<file path="src/mlp_pkg.sv">
// ####################
// sizes for a 6-pixel, 64-neuron hidden layer; lanes wrap at 32 bits
// ####################
`default_nettype none

package mlp_pkg;

	// line geometry
	localparam int LANES  = 4;              // lanes per RAM or FIFO line
	localparam int WORD_W = 32;             // one signed two's-complement lane
	localparam int LINE_W = LANES * WORD_W; // 128

	// hidden RAM holds 4 neurons per row
	localparam int HID_ROWS = 16;           // 64 neurons
	localparam int ROW_W    = 4;

	// input image
	localparam int N_PIXELS = 6;            // full image would be 784
	localparam int PIX_W    = 3;

	// lane operation codes
	localparam int LANE_OP_W = 2;
	localparam logic [LANE_OP_W-1:0] LANE_OP_MAC  = 2'd0; // old + din * weight
	localparam logic [LANE_OP_W-1:0] LANE_OP_BIAS = 2'd1; // old + bias
	localparam logic [LANE_OP_W-1:0] LANE_OP_RELU = 2'd2; // clamp negatives to zero

endpackage

`default_nettype wire

</file>
<file path="src/hid_ram_if.sv">
// ####################
// hidden RAM port; rdata lags addr by one clock
// ####################
`default_nettype none

interface hid_ram_if;

	logic [mlp_pkg::ROW_W-1:0]  addr;  // row select, from the sequencer
	logic                       wren;  // write strobe
	logic [mlp_pkg::LINE_W-1:0] wdata; // result register of the datapath
	logic [mlp_pkg::LINE_W-1:0] rdata; // registered read

	// sequencer owns address and strobe
	modport seq (output addr, output wren);

	// datapath writes results, reads old row
	modport dp (output wdata, input rdata);

	// storage side
	modport ram (input addr, input wren, input wdata, output rdata);

endinterface

`default_nettype wire

</file>
<file path="src/layer_sequencer.sv">
// ####################
// one-shot layer where done holds until reset and start is ignored after that
// rows are fetch, load and write; fetch stalls while the FIFO is empty
// ####################
`default_nettype none

module layer_sequencer (
	input wire                           clk,
	input wire                           reset,
	input wire                           start,
	input wire                           empty,     // FIFO has no line
	output logic                         fifo_rd,   // pop with line valid next clock
	output logic                         next_in,   // ask for the next pixel
	output logic                         act_valid, // relu line on act_line
	output logic                         done,
	output logic [mlp_pkg::LANE_OP_W-1:0] op,
	output logic                         clear,
	output logic                         capture,
	hid_ram_if.seq                       ram
);

	enum logic [2:0] {
		S_IDLE,
		S_FETCH, // pop FIFO while RAM reads the row
		S_LOAD,  // capture data and rdata
		S_WRITE, // result back into the row
		S_DONE
	} state;

	logic [mlp_pkg::LANE_OP_W-1:0] pass; // current pass and lane op
	logic [mlp_pkg::ROW_W-1:0]     row;
	logic [mlp_pkg::PIX_W-1:0]     pix;

	logic last_row;
	logic last_pix;
	logic fifo_pass; // mac and bias passes consume FIFO lines

	assign last_row  = row == (mlp_pkg::ROW_W)'(mlp_pkg::HID_ROWS - 1);
	assign last_pix  = pix == (mlp_pkg::PIX_W)'(mlp_pkg::N_PIXELS - 1);
	assign fifo_pass = pass != mlp_pkg::LANE_OP_RELU;

	always_ff @(posedge clk) begin
		if (reset) begin
			state <= S_IDLE;
			pass  <= mlp_pkg::LANE_OP_MAC;
			row   <= '0;
			pix   <= '0;
		end else begin
			case (state)
				S_IDLE: begin
					if (start) begin
						state <= S_FETCH;
						pass  <= mlp_pkg::LANE_OP_MAC;
						row   <= '0;
						pix   <= '0;
					end
				end

				S_FETCH: begin
					// relu pass reads the RAM only and never waits
					if (!fifo_pass || !empty) begin
						state <= S_LOAD;
					end
				end

				S_LOAD: state <= S_WRITE;

				S_WRITE: begin
					state <= S_FETCH;
					if (last_row) begin
						row <= '0;
						case (pass)
							mlp_pkg::LANE_OP_MAC: begin
								if (last_pix) begin
									pix  <= '0;
									pass <= mlp_pkg::LANE_OP_BIAS; // image finished
								end else begin
									pix <= pix + 1'b1;
								end
							end
							mlp_pkg::LANE_OP_BIAS: pass <= mlp_pkg::LANE_OP_RELU;
							default: state <= S_DONE; // relu row 15 written
						endcase
					end else begin
						row <= row + 1'b1;
					end
				end

				S_DONE: state <= S_DONE; // hold until reset

				default: state <= S_IDLE;
			endcase
		end
	end

	// empty is only looked at here
	assign fifo_rd = (state == S_FETCH) && fifo_pass && !empty;

	// pixel request in the write of row 15 of every pixel
	assign next_in = (state == S_WRITE) && (pass == mlp_pkg::LANE_OP_MAC) && last_row;

	assign act_valid = (state == S_WRITE) && (pass == mlp_pkg::LANE_OP_RELU);
	assign done      = state == S_DONE;

	// datapath control
	assign op      = pass;
	assign clear   = (pass == mlp_pkg::LANE_OP_MAC) && (pix == '0); // first pixel
	assign capture = state == S_LOAD;

	// row counter is the RAM address in every state
	assign ram.addr = row;
	assign ram.wren = state == S_WRITE;

endmodule

`default_nettype wire

</file>
<file path="src/flat_wrapper.sv">
// flat-port wrapper written by rule: the top's interface ports become plain ports
module layer_sequencer_flat 
  (clk, reset, start, empty, fifo_rd, next_in, act_valid, done, op, clear, capture, ram_addr, ram_wren);
  hid_ram_if ram_i ();
  input wire clk;
  input wire reset;
  input wire start;
  input wire empty;
  output logic fifo_rd;
  output logic next_in;
  output logic act_valid;
  output logic done;
  output logic [mlp_pkg::LANE_OP_W-1:0] op;
  output logic clear;
  output logic capture;
  output wire logic [$bits(ram_i.addr)-1:0] ram_addr;
  output wire logic [$bits(ram_i.wren)-1:0] ram_wren;
  assign ram_addr = ram_i.addr;
  assign ram_wren = ram_i.wren;
  layer_sequencer u_core (.clk(clk), .reset(reset), .start(start), .empty(empty), .fifo_rd(fifo_rd), .next_in(next_in), .act_valid(act_valid), .done(done), .op(op), .clear(clear), .capture(capture), .ram(ram_i));
endmodule
</file>
<file path="config.mk">
export PLATFORM = sky130hd
export DESIGN_NAME = layer_sequencer_flat
export DESIGN_NICKNAME = d
export VERILOG_FILES = /design/src/mlp_pkg.sv /design/src/hid_ram_if.sv /design/src/layer_sequencer.sv /design/src/flat_wrapper.sv
export SDC_FILE = /design/constraint.sdc
export NUM_CORES = 1
export LEC_CHECK = 0
export BUFFER_PORTS_ARGS = -buffer_cell sky130_fd_sc_hd__clkbuf_2
export CORE_AREA = 2 2 39 41
export CTS_BUF_LIST = sky130_fd_sc_hd__clkbuf_8
export DETAILED_ROUTE_END_ITERATION = 10
export DIE_AREA = 0 0 41 43
export GPL_TIMING_DRIVEN = 0
export PLACE_DENSITY = 0.76
export SLEW_MARGIN = 30
export SYNTH_ARGS = -nofsm -noshare
export SYNTH_HDL_FRONTEND = slang
export SYNTH_SLANG_ARGS = --single-unit
</file>
<file path="constraint.sdc">
create_clock -name clk -period 3.4 [get_ports clk]
set_clock_uncertainty 0.15 [all_clocks]
set_input_delay 0 -clock clk [delete_from_list [all_inputs] [get_ports clk]]
set_output_delay 0 -clock clk [all_outputs]
set_load 0.02 [all_outputs]
</file>
==> results by group, run 1 <==
Timing
  – Worst Setup Slack, final: 1.703 ns
  – Fin crit share: 0.4990
  – Slew @ Worst Pin: 0.4342 ns
  – Final min period: 1.697 ns
  – Max-slew violations: 0
  – Setup TNS: 0 ns
  – Max Freq: 589.4 MHz
  – Setup Viol. Count Final: 0
  – Unrepaired setup endpoints after global routing: false
  – Min Hold Slack: 0.08487 ns
  – Hold Vio Cnt, Final: 0
  – Worst slew margin: 0.7105

Logic synthesis
  – Post-synthesis adder-cell area fraction: 0.01862
  – Dominant synthesized flop cell: dfxtp_1
  – Mean Syn Cell Area: 8.505 um2
  – Post-synthesis cell count: 79
  – Seq/Total Area, Yosys: 0.3575
  – Mux cell area share after synthesis: 0.02980
  – Synth Area in Simple Gates: 0.4078
  – Netlist cell types: 34
  – Post-Syn Area: 671.9 um2
  – XOR/XNOR share of the synthesized area: 0
  – Syn nets: 84
  – Largest family of logic cells by synthesized area: simple AND/OR/NAND/NOR gates
  – EDFF count, synth: 0
  – Ys async rst share: 0
  – Yosys reg bits: 12
  – Ys Warns: 0
  – Complex-gate fraction of the synthesized area: 0.1601

Worst hold path
  – Hold Crit Start: start
  – Hold Crit Depth: 3
  – Hold Path Class: primary input to flip-flop

Pwr
  – Total power draw: 0.0003103 W
  – Peak supply drop: 0.2358 mV
  – PD cells: 372.3 nW/um2
  – Static leakage: 0.3353 nW

Clocking
  – CTS tree: built
  – Max clock buf depth: 2
  – Clock-pin slew on the worst setup and hold paths: 0.05 ns
  – H-tree depth: 1
  – CTS sink cnt: 12
  – Number of CTS-inserted buffers: 3
  – Clock Latency Late Sink: 0.24 ns
  – CTS Root Cell: clkbuf_8
  – Hold_buf cts: 2
  – CTS resizes: 0
  – Post-CTS setup buffer count: 0

Placed design
  – Placed insts: 111
  – Detailed Place HPWL: 1155 um
  – Port buffer count: 16
  – Gpl congestion: 0.7551
  – Dpl ws: 1.815 ns

Drt
  – Routed Antenna Nets: 0
  – Routed wire length: 1632 um
  – First-pass DRT Iterations: 4
  – Vias: 677
  – WL/cell: 14.07 um
  – DRC viols: 0
  – DR iter-0 viols: 22
  – Vias/cell: 5.836

Global routing
  – Vias in the first global route: 589
  – Total gr overflow: 0
  – Wire length of the first global-routing pass: 2408 um
  – Largest net degree at the start of global routing: 11
  – Initial antenna violation count: 0
  – Total GRT Usage: 0.2077

Setup path
  – Worst Setup SP: u_core.ram.addr[0]
  – Critical Path Source Type: flip-flop
  – Req. time, crit path: 3.25 ns
  – Critical Path End Type: output port
  – Worst R2R Start: u_core.ram.addr[0]
  – Largest fanout on the critical path: 5
  – R2R cell count: 5
  – Critical path type: flip-flop to output port
  – Crit path DAT: 1.55 ns

Layout
  – Register Area: 240.2 um2
  – Synth-to-Final Area Change: 24.02%
  – Area of the multi-input gates: 414.1 um2
  – Share of cells above drive strength 1: 0.2600
  – Fin cells: 116
  – Antenna cells: 0
  – Final layout net count: 107
  – # fillers: 122

Die
  – Die area: 1763 um2
  – Initial core utilization: 0.4855
  – IO Pins: 17
  – Die H: 43 um
  – Core ar.: 1384 um2
  – Num rows: 14
  – Die Span X: 41 um

Outcome
  – Status: finished, final reports clean

Run
  – Max Cap Viol: 0
[layout make-up]
| class | instances | share of cell area |
|---|---|---|
| buffer | 2 | 0.01351 |
| clock buffer | 3 | 0.04955 |
| inverter | 1 | 0.007508 |
| multi-input combinational | 64 | 0.4970 |
| sequential | 12 | 0.2883 |
| tap | 16 | 0.02402 |
| timing repair buffer | 18 | 0.1201 |
[synthesized netlist by cell type, types with 2 or more instances]
cell type	n	area share
a21oi_1	3	0.022
a31oi_1	3	0.028
dfxtp_1	12	0.36
mux2i_1	2	0.030
nand2b_1	5	0.047
nand3_1	5	0.037
nand4b_1	2	0.026
nor2_1	17	0.095
nor3_1	3	0.022
nor4_1	3	0.028
[final timing paths]
kind / endpoint / slack (ns)
hold / removal: u_core.op[1] / 0.08
setup reg to reg: u_core.pix[2] / 1.82
setup / recovery: next_in / 1.70
hold reg to reg: u_core.pix[2] / 0.36
[kinds of logic after synthesis]
| group | count (synthesis) |
|---|---|
| AO/OA/AOI/OAI | 15 |
| adder cells (fa/ha/maj) | 1 |
| buffers and inverters | 3 |
| multiplexers | 2 |
| flip-flops | 12 |
| AND/OR/NAND/NOR | 46 |
[metal layers]
layer  track usage  up-vias  routed length (um)
met5             0        -                   0
met4        0.1200        0                  27
met3       0.04712        4                  71
met2        0.3344       18                 798
met1        0.2345      317                 735
li1              -      338                   -
[cells in the final DEF, fill, tap and decap left out, types with 2 or more instances in the layout]
cell           count
nor3_1             3
nand4b_1           2
clkbuf_2          16
mux2i_1            2
nor4_1             3
nand2b_1           5
nand3_1            5
nor2_1            17
dfxtp_1           12
a21oi_1            3
dlygate4sd3_1      2
clkbuf_8           3
a31oi_1            3
[state kept, by name (all words and copies together) (netlist names)]
register	count
u_core.ram.addr	4
u_core.state	3
u_core.pix	3
u_core.op	2
[metrics by stage]
step / util / instance area (um2)
floorplan: - / 671.9
global placement: 0.5579 / 772.0
detailed placement: 0.5579 / 772.0
CTS: 0.6022 / 833.3
global route: 0.6022 / 833.3
finish: 0.6022 / 833.3
[worst max-delay path: stages (launching register included)]
cell      delay [ns]
dfxtp_1         0.39
ha_1            0.25
nand4b_1        0.18
nor4_4          0.26
clkbuf_2        0.23
[where the power goes]
part	switching (W)	internal, W	total (W)
combinational	0.0000207	0.0000143	0.0000350
sequential	0.00000579	0.000143	0.000149
clock	0.0000483	0.0000777	0.000126
total	0.0000748	0.000236	0.000310
(Power assumes the default switching activity.)
==> inputs of run 2 (changes only) <==
- clock period: 3.4 -> 1.6 ns (I/O delays scaled with it)
==> results by group, run 2 (synthesis results as in run 1) <==
Outcome
  – Status: finished, final reports clean

Clocking
  – H-tree depth: 1
  – CTS Root Cell: clkbuf_8
  – Clock-pin slew on the worst setup and hold paths: 0.05 ns
  – Clock Latency Late Sink: 0.24 ns
  – CTS tree: built
  – Max clock buf depth: 2
  – CTS sink cnt: 12
  – Number of CTS-inserted buffers: 3

Setup path
  – Crit path DAT: 1.40 ns
  – R2R cell count: 6
  – Req. time, crit path: 1.45 ns
  – Critical path type: flip-flop to output port
  – Critical Path Source Type: flip-flop
  – Critical Path End Type: output port
  – Largest fanout on the critical path: 9

Layout
  – Share of cells above drive strength 1: 0.3558
  – Final layout net count: 110
  – Antenna cells: 0
  – Highest-count cells in the layout ignoring fill and taps: nor2_1 (17), clkbuf_2 (15), dfxtp_1 (7)
  – Synth-to-Final Area Change: 36.13%
  – Cell area after layout: 914.6 um2
  – Flip-flop count of the largest register after layout: 4
  – # fillers: 120
  – Most common cell after layout, fill and taps aside: nor2_1

Timing
  – Slew @ Worst Pin: 0.4409 ns
  – Fin crit share: 0.9689
  – Hold Vio Cnt, Final: 0
  – Worst slew margin: 0.7061
  – Max-slew violations: 0
  – Setup Viol. Count Final: 0
  – Max Freq: 645.1 MHz
  – Setup TNS: 0 ns
  – Unrepaired setup endpoints after global routing: true
  – Final min period: 1.550 ns

Die
  – IO Pins: 17
  – Die H: 43 um
  – Core ar.: 1384 um2
  – Die Span X: 41 um
  – Die area: 1763 um2
  – Num rows: 14
  – Initial core utilization: 0.4855

Drt
  – Routed Antenna Nets: 0
  – DRC viols: 0
  – WL/cell: 12.53 um
  – First-pass DRT Iterations: 4
  – Vias: 698
  – Vias/cell: 5.817
  – Routed wire length: 1503 um
  – DR iter-0 viols: 18

Placed design
  – Gpl congestion: 0.7520
  – Dpl cell area: 795.8 um2
  – Detailed Place HPWL: 1082 um
  – Port buffer count: 16

Global routing
  – Wire length of the first global-routing pass: 2159 um
  – Total gr overflow: 0
  – Total GRT Usage: 0.1840
  – Largest net degree at the start of global routing: 11
  – Vias in the first global route: 528
  – Initial antenna violation count: 0

Run
  – Max Cap Viol: 0

Pwr
  – Static leakage: 0.3856 nW
  – PD cells: 790.5 nW/um2
  – Peak supply drop: 0.5762 mV

Worst hold path
  – Hold Path Class: primary input to flip-flop
  – Hold Crit Depth: 3
run 2: cell count changes in the layout (fill, tap and decap cells not counted), moves of 2 or more:
cell | previous run | this run
dfxtp_2 | 0 | 3
dfxtp_4 | 0 | 2
buf_4 | 1 | 4
dfxtp_1 | 12 | 7
run 2: critical path, stage by stage (launching register included):
cell and delay [ns]:
dfxtp_1 0.30, buf_6 0.13, nand4b_1 0.23, nor4_4 0.30, buf_4 0.20
run 2: where the power goes:
part / total, W / internal [W] / switching, W / leakage, nW
sequential: 0.000316 / 0.000303 / 0.0000133 / 0.0998
combinational: 0.0000760 / 0.0000324 / 0.0000436 / 0.257
clock: 0.000331 / 0.000217 / 0.000114 / 0.0288
total: 0.000723 / 0.000553 / 0.000170 / 0.386
run 2: layer usage:
layer / GRT usage / wire, um
met1: 0.2401 / 662
met2: 0.2656 / 714
met3: 0.03141 / 87
met4: 0.1200 / 38
met5: 0 / 0
run 2: layout make-up:
cell class	count	area (um2)	area share
buffer	2	15.01	0.01642
clock buffer	4	55.05	0.06019
inverter	1	6.256	0.006840
sequential	12	251.5	0.2750
multi-input combinational	64	441.7	0.4829
tap	16	20.02	0.02189
timing repair buffer	21	125.1	0.1368
run 2: metrics by stage:
stage | instances | power, W | worst slack, ns | utilization | hold WS (ns)
3_5_place_dp | 111 | 0.0003920 | 0.04058 | 0.5750 | 0.1527
5_1_grt | 120 | 0.0007527 | -0.01260 | 0.6609 | 0.06518
3_3_place_gp | 111 | 0.0003900 | 0.08994 | 0.5750 | 0.1463
4_1_cts | 117 | 0.0007291 | 0.004520 | 0.6302 | 0.04379
6_report | 120 | 0.0007230 | 0.04982 | 0.6609 | 0.03747
2_1_floorplan | 79 | 0.0003701 | 0.03669 | - | -0.09554
run 2: path summary, 6_finish.rpt:
check                  startpoint  slack [ns]         endpoint
setup reg to reg  u_core.state[2]        0.09    u_core.pix[2]
hold / removal              start        0.04  u_core.state[0]
hold reg to reg     u_core.pix[2]        0.35    u_core.pix[2]
setup / recovery  u_core.state[2]        0.05          next_in
run 2: what timing repair did:
item | CTS | global route
pin swaps | 1 | 1
gates resized for setup | 1 | 8
endpoints found under the hold margin | 6 | 0
setup endpoints to repair | 1 | 5
hold buffers | 2 | 0
setup buffers | 0 | 3
